### src/i2c_pkg.sv
package i2c_pkg;

  //////////////////////////////////////////////////////////////
  // Opcodes and request selectors

  typedef enum logic {
    OP_WRITE = 1'b0,
    OP_READ  = 1'b1
  } i2c_op_e;

  // Host script requests
  typedef enum logic [2:0] {
    REQ_CLK2_ON     = 3'd0,
    REQ_CLK2_OFF    = 3'd1,
    REQ_CLK2_RESYNC = 3'd2,
    REQ_CLK1_ON     = 3'd3,
    REQ_CLK1_OFF    = 3'd4
  } host_req_e;

  //////////////////////////////////////////////////////////////
  // Payload types

  typedef struct packed {
    i2c_op_e    op;
    logic       bus_sel;   // 0 is bus 1, 1 is bus 2
    logic [6:0] dev_addr;
    logic [7:0] reg_addr;
    logic [7:0] wdata;     // Don't care on reads
  } i2c_cmd_t;

  typedef struct packed {
    logic [31:0] static_ip;
    logic [15:0] alt_mac;
    logic [7:0]  eeprom_config;
  } board_cfg_t;

  //////////////////////////////////////////////////////////////
  // FSM states

  typedef enum logic [2:0] {
    ST_WAIT_START,
    ST_IDLE,
    ST_ISSUE,
    ST_READ_WAIT,
    ST_DRAIN
  } seq_state_e;

  typedef enum logic [2:0] {
    BS_IDLE,
    BS_START,
    BS_BYTE,
    BS_ACK,
    BS_RESTART,
    BS_STOP
  } bus_state_e;

  // Device addresses
  localparam logic [6:0] CLKGEN_ADDR = 7'h6a;
  localparam logic [6:0] EEPROM_ADDR = 7'h56;

endpackage

### src/i2c_bus_master.sv
`timescale 1ns/1ns

module i2c_bus_master #(
  parameter int SCL_DIV = 4
) (
  input  logic              clk,
  input  logic              reset_i,
  input  logic              empty_i,
  input  i2c_pkg::i2c_cmd_t cmd_i,
  output logic              pop_o,
  output logic              xfer_done_o,
  output logic              nack_o,
  output logic [7:0]        rd_data_o,
  input  logic              scl1_i,
  input  logic              sda1_i,
  input  logic              scl2_i,
  input  logic              sda2_i,
  output logic              scl1_oe_o,
  output logic              sda1_oe_o,
  output logic              scl2_oe_o,
  output logic              sda2_oe_o
);

  localparam int DIV_W = (SCL_DIV > 1) ? $clog2(SCL_DIV) : 1;

  // Byte slots within one transfer
  localparam logic [2:0] BYTE_ADDR_W = 3'd0;
  localparam logic [2:0] BYTE_REG    = 3'd1;
  localparam logic [2:0] BYTE_DATA   = 3'd2;
  localparam logic [2:0] BYTE_ADDR_R = 3'd3;
  localparam logic [2:0] BYTE_READ   = 3'd4;

  i2c_pkg::bus_state_e state_q;
  i2c_pkg::i2c_cmd_t   cmd_q;
  logic [DIV_W-1:0]    div_q;
  logic                tick;     // One per quarter SCL period
  logic [1:0]          qtr_q;
  logic [2:0]          bit_q;
  logic [2:0]          slot_q;
  logic [7:0]          tx_byte;
  logic                scl_low;
  logic                scl_in;
  logic                sda_in;
  logic                scl_oe_c;
  logic                sda_oe_c;
  logic                scl_oe_q;
  logic                sda_oe_q;

  assign tick    = (div_q == DIV_W'(SCL_DIV - 1));
  assign pop_o   = (state_q == i2c_pkg::BS_IDLE) && !empty_i;
  assign scl_low = (qtr_q == 2'd0) || (qtr_q == 2'd3);

  // Selected bus
  assign scl_in = cmd_q.bus_sel ? scl2_i : scl1_i;
  assign sda_in = cmd_q.bus_sel ? sda2_i : sda1_i;

  always_comb begin
    case (slot_q)
      BYTE_ADDR_W: tx_byte = {cmd_q.dev_addr, 1'b0};
      BYTE_REG:    tx_byte = cmd_q.reg_addr;
      BYTE_DATA:   tx_byte = cmd_q.wdata;
      BYTE_ADDR_R: tx_byte = {cmd_q.dev_addr, 1'b1};
      default:     tx_byte = 8'hff;  // Read byte leaves SDA to the target
    endcase
  end

  //////////////////////////////////////////////////////////////
  // Line drive per quarter

  always_comb begin
    scl_oe_c = 1'b0;
    sda_oe_c = 1'b0;
    case (state_q)
      i2c_pkg::BS_START: begin
        sda_oe_c = (qtr_q != 2'd0);      // SDA falls with SCL high
        scl_oe_c = (qtr_q == 2'd3);
      end
      i2c_pkg::BS_RESTART: begin
        sda_oe_c = qtr_q[1];
        scl_oe_c = scl_low;
      end
      i2c_pkg::BS_BYTE: begin
        sda_oe_c = !tx_byte[bit_q];
        scl_oe_c = scl_low;
      end
      i2c_pkg::BS_ACK: begin
        scl_oe_c = scl_low;              // Master NACK on reads by release
      end
      i2c_pkg::BS_STOP: begin
        sda_oe_c = !qtr_q[1];            // SDA rises with SCL high
        scl_oe_c = (qtr_q == 2'd0);
      end
      default: ;
    endcase
  end

  //////////////////////////////////////////////////////////////
  // Bus FSM

  always_ff @(posedge clk) begin
    if (reset_i) begin
      state_q     <= i2c_pkg::BS_IDLE;
      div_q       <= '0;
      qtr_q       <= '0;
      bit_q       <= '0;
      slot_q      <= '0;
      nack_o      <= 1'b0;
      xfer_done_o <= 1'b0;
      scl_oe_q    <= 1'b0;
      sda_oe_q    <= 1'b0;
    end else begin
      xfer_done_o <= 1'b0;
      scl_oe_q    <= scl_oe_c;
      sda_oe_q    <= sda_oe_c;
      div_q <= (state_q == i2c_pkg::BS_IDLE || tick) ? '0 : div_q + DIV_W'(1);

      if (state_q == i2c_pkg::BS_IDLE) begin
        qtr_q <= '0;
        if (pop_o) begin
          nack_o  <= 1'b0;
          slot_q  <= BYTE_ADDR_W;
          state_q <= i2c_pkg::BS_START;
        end
      end else if (tick) begin
        qtr_q <= qtr_q + 2'd1;
        // ACK sampled mid high; a held SCL counts as no ACK too
        if (state_q == i2c_pkg::BS_ACK && qtr_q == 2'd2 && slot_q != BYTE_READ &&
            (sda_in || !scl_in)) begin
          nack_o <= 1'b1;
        end
        if (qtr_q == 2'd3) begin
          case (state_q)
            i2c_pkg::BS_START, i2c_pkg::BS_RESTART: begin
              bit_q   <= 3'd7;
              state_q <= i2c_pkg::BS_BYTE;
            end
            i2c_pkg::BS_BYTE: begin
              if (bit_q == 3'd0) state_q <= i2c_pkg::BS_ACK;
              else bit_q <= bit_q - 3'd1;
            end
            i2c_pkg::BS_ACK: begin
              if (nack_o || slot_q == BYTE_DATA || slot_q == BYTE_READ) begin
                state_q <= i2c_pkg::BS_STOP;
              end else if (slot_q == BYTE_REG && cmd_q.op == i2c_pkg::OP_READ) begin
                slot_q  <= BYTE_ADDR_R;
                state_q <= i2c_pkg::BS_RESTART;
              end else begin
                slot_q  <= slot_q + 3'd1;
                bit_q   <= 3'd7;
                state_q <= i2c_pkg::BS_BYTE;
              end
            end
            i2c_pkg::BS_STOP: begin
              xfer_done_o <= 1'b1;
              state_q     <= i2c_pkg::BS_IDLE;
            end
            default: state_q <= i2c_pkg::BS_IDLE;
          endcase
        end
      end
    end
  end

  // Command and read shift register
  always_ff @(posedge clk) begin
    if (pop_o) cmd_q <= cmd_i;
    if (tick && state_q == i2c_pkg::BS_BYTE && qtr_q == 2'd2 && slot_q == BYTE_READ) begin
      rd_data_o <= {rd_data_o[6:0], sda_in};
    end
  end

  // Idle bus keeps its enables low
  assign scl1_oe_o = scl_oe_q && !cmd_q.bus_sel;
  assign sda1_oe_o = sda_oe_q && !cmd_q.bus_sel;
  assign scl2_oe_o = scl_oe_q && cmd_q.bus_sel;
  assign sda2_oe_o = sda_oe_q && cmd_q.bus_sel;

  // Both lines free before the next command may switch buses
  a_idle_released: assert property (@(posedge clk) disable iff (reset_i)
    state_q == i2c_pkg::BS_IDLE |-> !scl_oe_q && !sda_oe_q);

endmodule

### src/i2c_cmd_fifo.sv
`timescale 1ns/1ns

module i2c_cmd_fifo #(
  parameter int FIFO_DEPTH = 4
) (
  input  logic              clk,
  input  logic              reset_i,
  input  logic              push_i,
  input  i2c_pkg::i2c_cmd_t cmd_i,
  input  logic              pop_i,
  output i2c_pkg::i2c_cmd_t cmd_o,
  output logic              full_o,
  output logic              empty_o
);

  localparam int PTR_W = (FIFO_DEPTH > 1) ? $clog2(FIFO_DEPTH) : 1;

  i2c_pkg::i2c_cmd_t mem_q [FIFO_DEPTH];
  logic [PTR_W-1:0]  wr_ptr_q;
  logic [PTR_W-1:0]  rd_ptr_q;
  logic [PTR_W:0]    count_q;
  logic              wr_en;
  logic              rd_en;

  assign full_o  = (count_q == (PTR_W+1)'(FIFO_DEPTH));
  assign empty_o = (count_q == '0);
  assign wr_en   = push_i && !full_o;
  assign rd_en   = pop_i && !empty_o;
  assign cmd_o   = mem_q[rd_ptr_q];  // Head is visible without a pop

  always_ff @(posedge clk) begin
    if (wr_en) mem_q[wr_ptr_q] <= cmd_i;
  end

  // Pointers wrap on their own with a power of two depth
  always_ff @(posedge clk) begin
    if (reset_i) begin
      wr_ptr_q <= '0;
      rd_ptr_q <= '0;
      count_q  <= '0;
    end else begin
      if (wr_en) wr_ptr_q <= wr_ptr_q + 1'b1;
      if (rd_en) rd_ptr_q <= rd_ptr_q + 1'b1;
      count_q <= count_q + (PTR_W+1)'(wr_en) - (PTR_W+1)'(rd_en);
    end
  end

  a_no_overflow: assert property (@(posedge clk) disable iff (reset_i)
    full_o |-> !push_i);
  a_no_underflow: assert property (@(posedge clk) disable iff (reset_i)
    empty_o |-> !pop_i);

endmodule

### src/i2c_init_sequencer.sv
`timescale 1ns/1ns

module i2c_init_sequencer (
  input  logic                clk,
  input  logic                reset_i,
  input  logic                init_start_i,
  input  logic                lost_clock_i,
  input  logic                host_req_valid_i,
  input  i2c_pkg::host_req_e  host_req_i,
  input  logic                fifo_full_i,
  output logic                cmd_push_o,
  output i2c_pkg::i2c_cmd_t   cmd_o,
  input  logic                xfer_done_i,
  input  logic                nack_i,
  input  logic [7:0]          rd_data_i,
  output logic                busy_o,
  output logic                error_o,
  output i2c_pkg::board_cfg_t cfg_o
);

  // Script boundaries in the ROM
  localparam logic [5:0] INIT_FIRST  = 6'd0;
  localparam logic [5:0] RD_FIRST    = 6'd7;   // First EEPROM read
  localparam logic [5:0] INIT_LAST   = 6'd13;
  localparam logic [5:0] C2ON_FIRST  = 6'd14;
  localparam logic [5:0] C2RS_FIRST  = 6'd20;  // Resync is the tail of CLK2_ON
  localparam logic [5:0] C2ON_LAST   = 6'd21;
  localparam logic [5:0] C2OFF_FIRST = 6'd22;
  localparam logic [5:0] C2OFF_LAST  = 6'd23;
  localparam logic [5:0] C1ON_FIRST  = 6'd24;
  localparam logic [5:0] C1ON_LAST   = 6'd29;
  localparam logic [5:0] C1OFF_FIRST = 6'd30;
  localparam logic [5:0] C1OFF_LAST  = 6'd35;

  i2c_pkg::seq_state_e state_q;
  logic [5:0]          idx_q;
  logic [5:0]          last_q;
  logic [5:0]          pending_q;   // Pushed but not yet completed
  logic [5:0]          pending_nxt;
  logic [5:0]          req_first;
  logic [5:0]          req_last;
  logic                req_ok;
  logic [2:0]          rd_slot;
  logic [5:0]          rd_lsb;

  function automatic i2c_pkg::i2c_cmd_t clk_wr(input logic [7:0] ra, input logic [7:0] wd);
    clk_wr = '{op: i2c_pkg::OP_WRITE, bus_sel: 1'b0, dev_addr: i2c_pkg::CLKGEN_ADDR,
               reg_addr: ra, wdata: wd};
  endfunction

  function automatic i2c_pkg::i2c_cmd_t ee_rd(input logic [7:0] ra);
    ee_rd = '{op: i2c_pkg::OP_READ, bus_sel: 1'b1, dev_addr: i2c_pkg::EEPROM_ADDR,
              reg_addr: ra, wdata: 8'h00};
  endfunction

  //////////////////////////////////////////////////////////////
  // Script ROM

  always_comb begin
    case (idx_q)
      6'd0:  cmd_o = clk_wr(8'h17, 8'h04);  // Feedback divider 0x0440
      6'd1:  cmd_o = clk_wr(8'h18, 8'h40);
      6'd2:  cmd_o = clk_wr(8'h1e, 8'he8);  // RC control
      6'd3:  cmd_o = clk_wr(8'h1f, 8'h80);
      6'd4:  cmd_o = clk_wr(8'h2d, 8'h01);  // Output 1 divider
      6'd5:  cmd_o = clk_wr(8'h2e, 8'h10);
      6'd6:  cmd_o = clk_wr(8'h60, 8'h3b);  // Output 1 enable
      6'd7:  cmd_o = ee_rd(8'h8c);          // IP bytes MSB first
      6'd8:  cmd_o = ee_rd(8'h9c);
      6'd9:  cmd_o = ee_rd(8'hac);
      6'd10: cmd_o = ee_rd(8'hbc);
      6'd11: cmd_o = ee_rd(8'hcc);          // MAC suffix
      6'd12: cmd_o = ee_rd(8'hdc);
      6'd13: cmd_o = ee_rd(8'h6c);          // Config byte
      6'd14: cmd_o = clk_wr(8'h62, 8'h3b);  // Clock 2 CMOS at 3.3 V
      6'd15: cmd_o = clk_wr(8'h3d, 8'h01);
      6'd16: cmd_o = clk_wr(8'h3e, 8'h10);
      6'd17: cmd_o = clk_wr(8'h31, 8'h81);
      6'd18: cmd_o = clk_wr(8'h3f, 8'h1f);  // Skew fraction
      6'd19: cmd_o = clk_wr(8'h63, 8'h01);
      6'd20: cmd_o = clk_wr(8'h76, 8'h43);  // Sync reset on
      6'd21: cmd_o = clk_wr(8'h76, 8'h63);  // and off
      6'd22: cmd_o = clk_wr(8'h31, 8'h80);
      6'd23: cmd_o = clk_wr(8'h63, 8'h00);
      6'd24: cmd_o = clk_wr(8'h17, 8'h02);  // Multiplier 0x0220
      6'd25: cmd_o = clk_wr(8'h18, 8'h20);
      6'd26: cmd_o = clk_wr(8'h10, 8'hc0);
      6'd27: cmd_o = clk_wr(8'h13, 8'h03);  // Switch to clock input
      6'd28: cmd_o = clk_wr(8'h10, 8'h44);
      6'd29: cmd_o = clk_wr(8'h21, 8'h0c);
      6'd30: cmd_o = clk_wr(8'h10, 8'hc4);
      6'd31: cmd_o = clk_wr(8'h21, 8'h81);
      6'd32: cmd_o = clk_wr(8'h13, 8'h00);  // Back to crystal
      6'd33: cmd_o = clk_wr(8'h10, 8'h80);
      6'd34: cmd_o = clk_wr(8'h17, 8'h04);
      6'd35: cmd_o = clk_wr(8'h18, 8'h40);
      default: cmd_o = '0;
    endcase
  end

  // Host request decode
  always_comb begin
    req_ok    = 1'b1;
    req_first = C2ON_FIRST;
    req_last  = C2ON_LAST;
    case (host_req_i)
      i2c_pkg::REQ_CLK2_ON: begin
        req_first = C2ON_FIRST;
        req_last  = C2ON_LAST;
      end
      i2c_pkg::REQ_CLK2_RESYNC: begin
        req_first = C2RS_FIRST;
        req_last  = C2ON_LAST;
      end
      i2c_pkg::REQ_CLK2_OFF: begin
        req_first = C2OFF_FIRST;
        req_last  = C2OFF_LAST;
      end
      i2c_pkg::REQ_CLK1_ON: begin
        req_first = C1ON_FIRST;
        req_last  = C1ON_LAST;
      end
      i2c_pkg::REQ_CLK1_OFF: begin
        req_first = C1OFF_FIRST;
        req_last  = C1OFF_LAST;
      end
      default: req_ok = 1'b0;
    endcase
  end

  // Reads wait for an empty pipeline so results land in order
  assign cmd_push_o = (state_q == i2c_pkg::ST_ISSUE) && !fifo_full_i &&
                      (cmd_o.op == i2c_pkg::OP_WRITE || pending_q == 6'd0);
  assign pending_nxt = pending_q + 6'(cmd_push_o) - 6'(xfer_done_i);

  assign rd_slot = 3'(idx_q - RD_FIRST);
  assign rd_lsb  = 6'(8 * (3'd6 - rd_slot));

  //////////////////////////////////////////////////////////////
  // Sequencer FSM

  always_ff @(posedge clk) begin
    if (reset_i) begin
      state_q   <= i2c_pkg::ST_WAIT_START;
      idx_q     <= '0;
      last_q    <= '0;
      pending_q <= '0;
      busy_o    <= 1'b0;
      error_o   <= 1'b0;
      cfg_o     <= '0;
    end else begin
      pending_q <= pending_nxt;
      if (xfer_done_i && nack_i) error_o <= 1'b1;  // Sticky

      case (state_q)
        i2c_pkg::ST_WAIT_START: begin
          if (init_start_i) begin
            idx_q   <= INIT_FIRST;
            last_q  <= INIT_LAST;
            busy_o  <= 1'b1;
            state_q <= i2c_pkg::ST_ISSUE;
          end
        end
        i2c_pkg::ST_IDLE: begin
          if (lost_clock_i) begin  // Wins over the host
            idx_q   <= C1OFF_FIRST;
            last_q  <= C1OFF_LAST;
            busy_o  <= 1'b1;
            state_q <= i2c_pkg::ST_ISSUE;
          end else if (host_req_valid_i && req_ok) begin
            idx_q   <= req_first;
            last_q  <= req_last;
            busy_o  <= 1'b1;
            state_q <= i2c_pkg::ST_ISSUE;
          end
        end
        i2c_pkg::ST_ISSUE: begin
          if (cmd_push_o) begin
            if (cmd_o.op == i2c_pkg::OP_READ) state_q <= i2c_pkg::ST_READ_WAIT;
            else if (idx_q == last_q) state_q <= i2c_pkg::ST_DRAIN;
            else idx_q <= idx_q + 6'd1;
          end
        end
        i2c_pkg::ST_READ_WAIT: begin
          if (xfer_done_i) begin
            cfg_o[rd_lsb +: 8] <= rd_data_i;
            if (idx_q == last_q) begin
              busy_o  <= 1'b0;
              state_q <= i2c_pkg::ST_IDLE;
            end else begin
              idx_q   <= idx_q + 6'd1;
              state_q <= i2c_pkg::ST_ISSUE;
            end
          end
        end
        i2c_pkg::ST_DRAIN: begin
          if (pending_nxt == 6'd0) begin  // Last write off the bus
            busy_o  <= 1'b0;
            state_q <= i2c_pkg::ST_IDLE;
          end
        end
        default: state_q <= i2c_pkg::ST_IDLE;
      endcase
    end
  end

  // Every completion belongs to an outstanding transfer
  a_done_outstanding: assert property (@(posedge clk) disable iff (reset_i)
    xfer_done_i |-> pending_q != 6'd0);

endmodule

### src/i2c_subsystem.sv
`timescale 1ns/1ns

module i2c_subsystem #(
  parameter int FIFO_DEPTH = 4,
  parameter int SCL_DIV    = 4
) (
  input  logic                clk,
  input  logic                reset_i,
  input  logic                init_start_i,
  input  logic                lost_clock_i,
  input  logic                host_req_valid_i,
  input  i2c_pkg::host_req_e  host_req_i,
  output logic                busy_o,
  output logic                error_o,
  output i2c_pkg::board_cfg_t cfg_o,
  input  logic                scl1_i,
  input  logic                sda1_i,
  output logic                scl1_oe_o,
  output logic                sda1_oe_o,
  input  logic                scl2_i,
  input  logic                sda2_i,
  output logic                scl2_oe_o,
  output logic                sda2_oe_o
);

  i2c_pkg::i2c_cmd_t seq_cmd;
  i2c_pkg::i2c_cmd_t head_cmd;
  logic              cmd_push;
  logic              cmd_pop;
  logic              fifo_full;
  logic              fifo_empty;
  logic              xfer_done;
  logic              nack;
  logic [7:0]        rd_data;

  // Script producer
  i2c_init_sequencer i_i2c_init_sequencer (
    .clk              (clk),
    .reset_i          (reset_i),
    .init_start_i     (init_start_i),
    .lost_clock_i     (lost_clock_i),
    .host_req_valid_i (host_req_valid_i),
    .host_req_i       (host_req_i),
    .fifo_full_i      (fifo_full),
    .cmd_push_o       (cmd_push),
    .cmd_o            (seq_cmd),
    .xfer_done_i      (xfer_done),
    .nack_i           (nack),
    .rd_data_i        (rd_data),
    .busy_o           (busy_o),
    .error_o          (error_o),
    .cfg_o            (cfg_o)
  );

  i2c_cmd_fifo #(
    .FIFO_DEPTH (FIFO_DEPTH)
  ) i_i2c_cmd_fifo (
    .clk     (clk),
    .reset_i (reset_i),
    .push_i  (cmd_push),
    .cmd_i   (seq_cmd),
    .pop_i   (cmd_pop),
    .cmd_o   (head_cmd),
    .full_o  (fifo_full),
    .empty_o (fifo_empty)
  );

  // Bit level master on both buses
  i2c_bus_master #(
    .SCL_DIV (SCL_DIV)
  ) i_i2c_bus_master (
    .clk         (clk),
    .reset_i     (reset_i),
    .empty_i     (fifo_empty),
    .cmd_i       (head_cmd),
    .pop_o       (cmd_pop),
    .xfer_done_o (xfer_done),
    .nack_o      (nack),
    .rd_data_o   (rd_data),
    .scl1_i      (scl1_i),
    .sda1_i      (sda1_i),
    .scl2_i      (scl2_i),
    .sda2_i      (sda2_i),
    .scl1_oe_o   (scl1_oe_o),
    .sda1_oe_o   (sda1_oe_o),
    .scl2_oe_o   (scl2_oe_o),
    .sda2_oe_o   (sda2_oe_o)
  );

endmodule

### config.mk
export PLATFORM = sky130hd
export DESIGN_NAME = i2c_subsystem
export DESIGN_NICKNAME = d
export VERILOG_FILES = /design/src/i2c_pkg.sv /design/src/i2c_bus_master.sv /design/src/i2c_cmd_fifo.sv /design/src/i2c_init_sequencer.sv /design/src/i2c_subsystem.sv
export SDC_FILE = /design/constraint.sdc
export NUM_CORES = 1
export LEC_CHECK = 0
export BUFFER_PORTS_ARGS = -buffer_cell sky130_fd_sc_hd__buf_4
export CAP_MARGIN = 15
export CORE_MARGIN = 1
export CORE_UTILIZATION = 45
export CTS_CLUSTER_SIZE = 12
export DETAILED_ROUTE_END_ITERATION = 8
export PLACE_DENSITY_LB_ADDON = 0.1
export SYNTH_ARGS = -nofsm -noshare
export SYNTH_HDL_FRONTEND = slang
export SYNTH_SLANG_ARGS = --single-unit
### constraint.sdc
create_clock -name clk -period 8.9 [get_ports clk]
set_input_delay 1.78 -clock clk [delete_from_list [all_inputs] [get_ports clk]]
set_output_delay 1.78 -clock clk [all_outputs]
set_load 0.02 [all_outputs]
==> impl_metrics.env <==
export IMPL_syn_num_nets=987
export IMPL_post_route_util_pct=53.1
export IMPL_routed_via_count=6929
export IMPL_timing_critical_path_arrival_ps=4870
export IMPL_antenna_cells_inserted=0
export IMPL_min_path_type="register to register"
export IMPL_ir_drop_uv=147
export IMPL_clockRootBuffer="sky130_fd_sc_hd__clkbuf_16"
export IMPL_number_of_design_rule_violations_left_after_detail_routing=14
export IMPL_port_buffers=73
export IMPL_max_cap_viol=0
export IMPL_rr_worst_depth=16
export IMPL_leakagePower_nw=4.31
export IMPL_critPathCaptureType="register"
export IMPL_syn_inst=932
export IMPL_flip_flop_and_latch_count_after_synthesis=225
export IMPL_drt_wl_total_um=21800
export IMPL_flow_area_growth_from_synthesis_pct=14.9
export IMPL_clk_pin_slew_ps=60
export IMPL_r2r_setup_slack_ps=4560
export IMPL_cts_tree="yes"
export IMPL_hold_path_startpoint="i_i2c_bus_master.div_q[0]$_SDFF_PP0_"
export IMPL_comb_power_share_pct=31.5
export IMPL_routedWlPerCell_um=16.9
export IMPL_synthXorXnorAreaFrac_pct=1.81
export IMPL_place_congestion=0.880
export IMPL_drive_gt1_share_pct=15.7
export IMPL_slew_viol_final=0
export IMPL_synth_fa_ha_area_share_pct=5.45
export IMPL_first_global_vias=6587
export IMPL_synth_main_ff_cell="sky130_fd_sc_hd__dfxtp_1"
export IMPL_synthArstFlopShare_pct=0
export IMPL_grt_start_max_net_pins=78
export IMPL_core_area_um2=22000
export IMPL_hold_viol_final=0
export IMPL_post_synthesis_share_of_cell_area_spent_on_and_or_nand_and_nor_gates_pct=14.7
export IMPL_required_ps=9300
export IMPL_yosys_area_top_type="sky130_fd_sc_hd__edfxtp_1"
export IMPL_grt_antenna_before_repair=0
export IMPL_cell_internal_pwr_w=0.00238
export IMPL_timing_setup_critical_path_class="input port to register"
export IMPL_synth_warning_count=0
export IMPL_worst_margin_slew_ps=1090
export IMPL_critical_path_reg2reg_startpoint="i_i2c_init_sequencer.state_q[1]$_SDFFE_PP0P_"
export IMPL_layout_filler_cells=1947
export IMPL_tritoncts_num_sinks=225
export IMPL_cp_max_fo=11
export IMPL_whs_endpoint="i_i2c_bus_master.div_q[0]$_SDFF_PP0_"
export IMPL_failing_checks="DRC"
export IMPL_finalClockSkew_ps=12.7
export IMPL_wire_length_of_the_first_global_routing_pass_um=35600
export IMPL_status="complete, but fails checks"
export IMPL_setup_violations_final=0
export IMPL_synth_sequential_area_ratio_pct=54.6
export IMPL_post_cts_setup_buffer_count=0
export IMPL_cts_buffer_depth=3
export IMPL_postCtsHoldBufs=0
export IMPL_floorplan_initialDensity_pct=46.2
export IMPL_synth_top_cell_area_share_pct=30.5
export IMPL_hpwl_um=14700
export IMPL_design_die_area_um2=23100
export IMPL_syn_mean_instance_area_um2=10.9
export IMPL_setup_worst_path_start_class="input port"
export IMPL_synth_top_family_by_area="simple AND/OR/NAND/NOR gates"
export IMPL_p_sw_share_pct=34.1
export IMPL_grt_remaining_overflow=0
export IMPL_achievable_frequency_ghz=0.224
export IMPL_horizontal_die_dimension_um=152
export IMPL_ranking_of_synthesized_cells_by_area="sky130_fd_sc_hd__edfxtp_1 (30%), sky130_fd_sc_hd__dfxtp_1 (24%), sky130_fd_sc_hd__nor2_1 (5.4%)"
export IMPL_drt_pass1_iterations=7
export IMPL_seq_power_share_pct=41.2
export IMPL_all_layer_global_routing_usage_pct=19.0
export IMPL_nNetsFinal=1047
export IMPL_count_of_different_cell_masters_after_synthesis=89
export IMPL_h_tree_levels=1
export IMPL_power_density_nw_per_um2=310
export IMPL_multi_input_area_um2=4230
export IMPL_power_net_switching_w=0.00123
export IMPL_hold_path_depth=1
export IMPL_clockPowerShare_pct=27.2
export IMPL_clk_latency_ps=510
export IMPL_mappedNetlistArea_um2=10100
export IMPL_post_drt_via_cell_ratio=5.37
export IMPL_fin_setup_tns_ps=0
export IMPL_detailedRoute_firstIterationViolations=430
export IMPL_die_height_um=152
export IMPL_compound_gate_fraction_of_synth_area_pct=12.3
export IMPL_cts_made_buffers=25
export IMPL_ios=74
export IMPL_ant_nets=0
export IMPL_synth_edf_count=103
export IMPL_cts_repair_resize_count=0
export IMPL_grt_setup_unrepaired="false"
export IMPL_worst_r2r_end="i_i2c_init_sequencer.state_q[0]$_SDFFE_PP0P_"
export IMPL_seqCellArea_um2=5540
export IMPL_slew_limit_headroom_pct=27.1
export IMPL_min_period_ps=4470
export IMPL_timing_final_crit_share_pct=50.2
export IMPL_floorplan_rows=54
export IMPL_yosys_mux_area_fraction_pct=7.34
power by group through the flow:
stage                     Clock [W]  Sequential [W]  Combinational [W]
after CTS                   0.00101         0.00149            0.00114
after global routing        0.00106         0.00152            0.00127
after detailed placement          0         0.00152            0.00114
final                      0.000984         0.00149            0.00114
after global placement            0         0.00151            0.00114
after floorplan                   0         0.00142           0.000942
metrics by stage:
step | total power (W) | hold slack [ps] | std cells | worst slack (ps) | instance area, um2
final | 0.00361 | 431 | 1291 | 4430 | 11700
after detailed placement | 0.00265 | 421 | 1245 | 3970 | 10900
after global routing | 0.00384 | 457 | 1291 | 4190 | 11700
after global placement | 0.00266 | 417 | 1245 | 4040 | 10900
after floorplan | 0.00237 | 407 | 932 | 4520 | 10100
after CTS | 0.00365 | 430 | 1291 | 4490 | 11700
critical path, cell delays in order:
cell,delay [ps]
sky130_fd_sc_hd__buf_4,80
sky130_fd_sc_hd__nor3_1,50
sky130_fd_sc_hd__a311oi_2,560
sky130_fd_sc_hd__and3_4,320
sky130_fd_sc_hd__a211oi_1,140
sky130_fd_sc_hd__nor2_1,360
sky130_fd_sc_hd__clkinv_1,400
sky130_fd_sc_hd__ha_1,430
sky130_fd_sc_hd__inv_1,140
sky130_fd_sc_hd__nor2_1,90
sky130_fd_sc_hd__a32o_1,240
sky130_fd_sc_hd__a221o_1,280
layer usage:
layer | vias up | part of all wire, % | track usage (%)
met2 | 140 | 46 | 30.0
li1 | 3485 | - | -
met5 | - | 0 | 0
met3 | 29 | 4.3 | 2.77
met4 | 0 | 1.5 | 4.86
met1 | 3275 | 48 | 27.5
layout by cell type (no fill, tap or decap), types with 3 or more instances in the layout:
master                        n
sky130_fd_sc_hd__a211oi_1     6
sky130_fd_sc_hd__a21o_1       4
sky130_fd_sc_hd__a21oi_1     78
sky130_fd_sc_hd__a221oi_1     5
sky130_fd_sc_hd__a22oi_1      7
sky130_fd_sc_hd__a31oi_1     11
sky130_fd_sc_hd__a32oi_1      3
sky130_fd_sc_hd__a41oi_1      3
sky130_fd_sc_hd__and2_1      12
sky130_fd_sc_hd__and4_1       3
sky130_fd_sc_hd__buf_4       80
sky130_fd_sc_hd__clkbuf_1    11
sky130_fd_sc_hd__clkbuf_16   25
sky130_fd_sc_hd__clkbuf_8     5
sky130_fd_sc_hd__clkinv_2     3
sky130_fd_sc_hd__dfxtp_1    122
sky130_fd_sc_hd__edfxtp_1   103
sky130_fd_sc_hd__ha_1        41
sky130_fd_sc_hd__inv_1       34
sky130_fd_sc_hd__mux2_2       3
sky130_fd_sc_hd__mux2i_1     26
sky130_fd_sc_hd__mux4_2      20
sky130_fd_sc_hd__nand2_1     70
sky130_fd_sc_hd__nand2b_1     6
sky130_fd_sc_hd__nand3_1     19
sky130_fd_sc_hd__nand3b_1     3
sky130_fd_sc_hd__nand4_1      3
sky130_fd_sc_hd__nor2_1     147
sky130_fd_sc_hd__nor2b_1     10
sky130_fd_sc_hd__nor3_1      20
sky130_fd_sc_hd__nor3b_1      4
sky130_fd_sc_hd__o211ai_1     5
sky130_fd_sc_hd__o21ai_0     18
sky130_fd_sc_hd__o22ai_1      9
sky130_fd_sc_hd__o2bb2ai_1    3
sky130_fd_sc_hd__or3_1        3
sky130_fd_sc_hd__xnor2_1     12
sky130_fd_sc_hd__xor2_1       9
final cells by class:
| cell class | count | area share [%] |
|---|---|---|
| flip-flops and latches | 225 | 47.5 |
| multi-input cells | 621 | 36.3 |
| inverters | 39 | 1.32 |
| clock buffers | 41 | 6.31 |
| repair buffers | 80 | 5.15 |
| clock inverters | 5 | 0.462 |
| well taps | 280 | 3.01 |
sequential cells by signal (all words and copies together), names as in the netlist, 6 cells and up:
signal and flops:
i_i2c_init_sequencer.last_q 6, i_i2c_bus_master.rd_data_o 8, i_i2c_init_sequencer.idx_q 6, i_i2c_cmd_fifo.mem_q 76
i_i2c_init_sequencer.cfg_o 56, i_i2c_init_sequencer.cmd_o 19, i_i2c_bus_master.cmd_q 19, i_i2c_init_sequencer.pending_q 6
cells by family (layout without fill, tap and decap cells):
logic type / Yosys count / after routing
flip-flops: 225 / 225
multiplexers: 49 / 49
buffers and inverters: 86 / 165
adder cells (fa/ha/maj): 43 / 43
AO/OA/AOI/OAI: 188 / 188
AND/OR/NAND/NOR: 320 / 320
XOR/XNOR: 21 / 21
worst max-delay path by stage:
stage,cells past startpoint,slack [ps],end,from
floorplan,9,4520,i_i2c_init_sequencer.cmd_o[9]$_DFF_P_,init_start_i
global placement,12,4040,i_i2c_init_sequencer.cmd_o[9]$_DFF_P_,init_start_i
detailed placement,12,3970,i_i2c_init_sequencer.cmd_o[9]$_DFF_P_,init_start_i
CTS,12,4490,i_i2c_init_sequencer.cmd_o[9]$_DFF_P_,init_start_i
global route,12,4190,i_i2c_init_sequencer.cmd_o[9]$_DFF_P_,init_start_i
finish,12,4430,i_i2c_init_sequencer.cmd_o[9]$_DFF_P_,init_start_i
Yosys cell counts (4+ instances only):
library cell	instances
sky130_fd_sc_hd__nor2b_1	10
sky130_fd_sc_hd__a221oi_1	5
sky130_fd_sc_hd__ha_1	41
sky130_fd_sc_hd__nand2_1	70
sky130_fd_sc_hd__buf_6	4
sky130_fd_sc_hd__nor2_1	147
sky130_fd_sc_hd__edfxtp_1	103
sky130_fd_sc_hd__o22ai_1	9
sky130_fd_sc_hd__mux2i_1	26
sky130_fd_sc_hd__nand3_1	19
sky130_fd_sc_hd__o21ai_0	18
sky130_fd_sc_hd__inv_1	34
sky130_fd_sc_hd__o211ai_1	5
sky130_fd_sc_hd__a31oi_1	11
sky130_fd_sc_hd__clkbuf_1	30
sky130_fd_sc_hd__a21o_1	4
sky130_fd_sc_hd__dfxtp_1	122
sky130_fd_sc_hd__buf_2	6
sky130_fd_sc_hd__nor3b_1	4
sky130_fd_sc_hd__buf_1	4
sky130_fd_sc_hd__a22oi_1	7
sky130_fd_sc_hd__a21oi_1	78
sky130_fd_sc_hd__nor3_1	20
sky130_fd_sc_hd__and2_1	12
sky130_fd_sc_hd__nand2b_1	6
sky130_fd_sc_hd__xnor2_1	12
sky130_fd_sc_hd__xor2_1	9
sky130_fd_sc_hd__mux4_2	20
sky130_fd_sc_hd__a211oi_1	6
No activity file was read; power rests on OpenSTA's default activity.
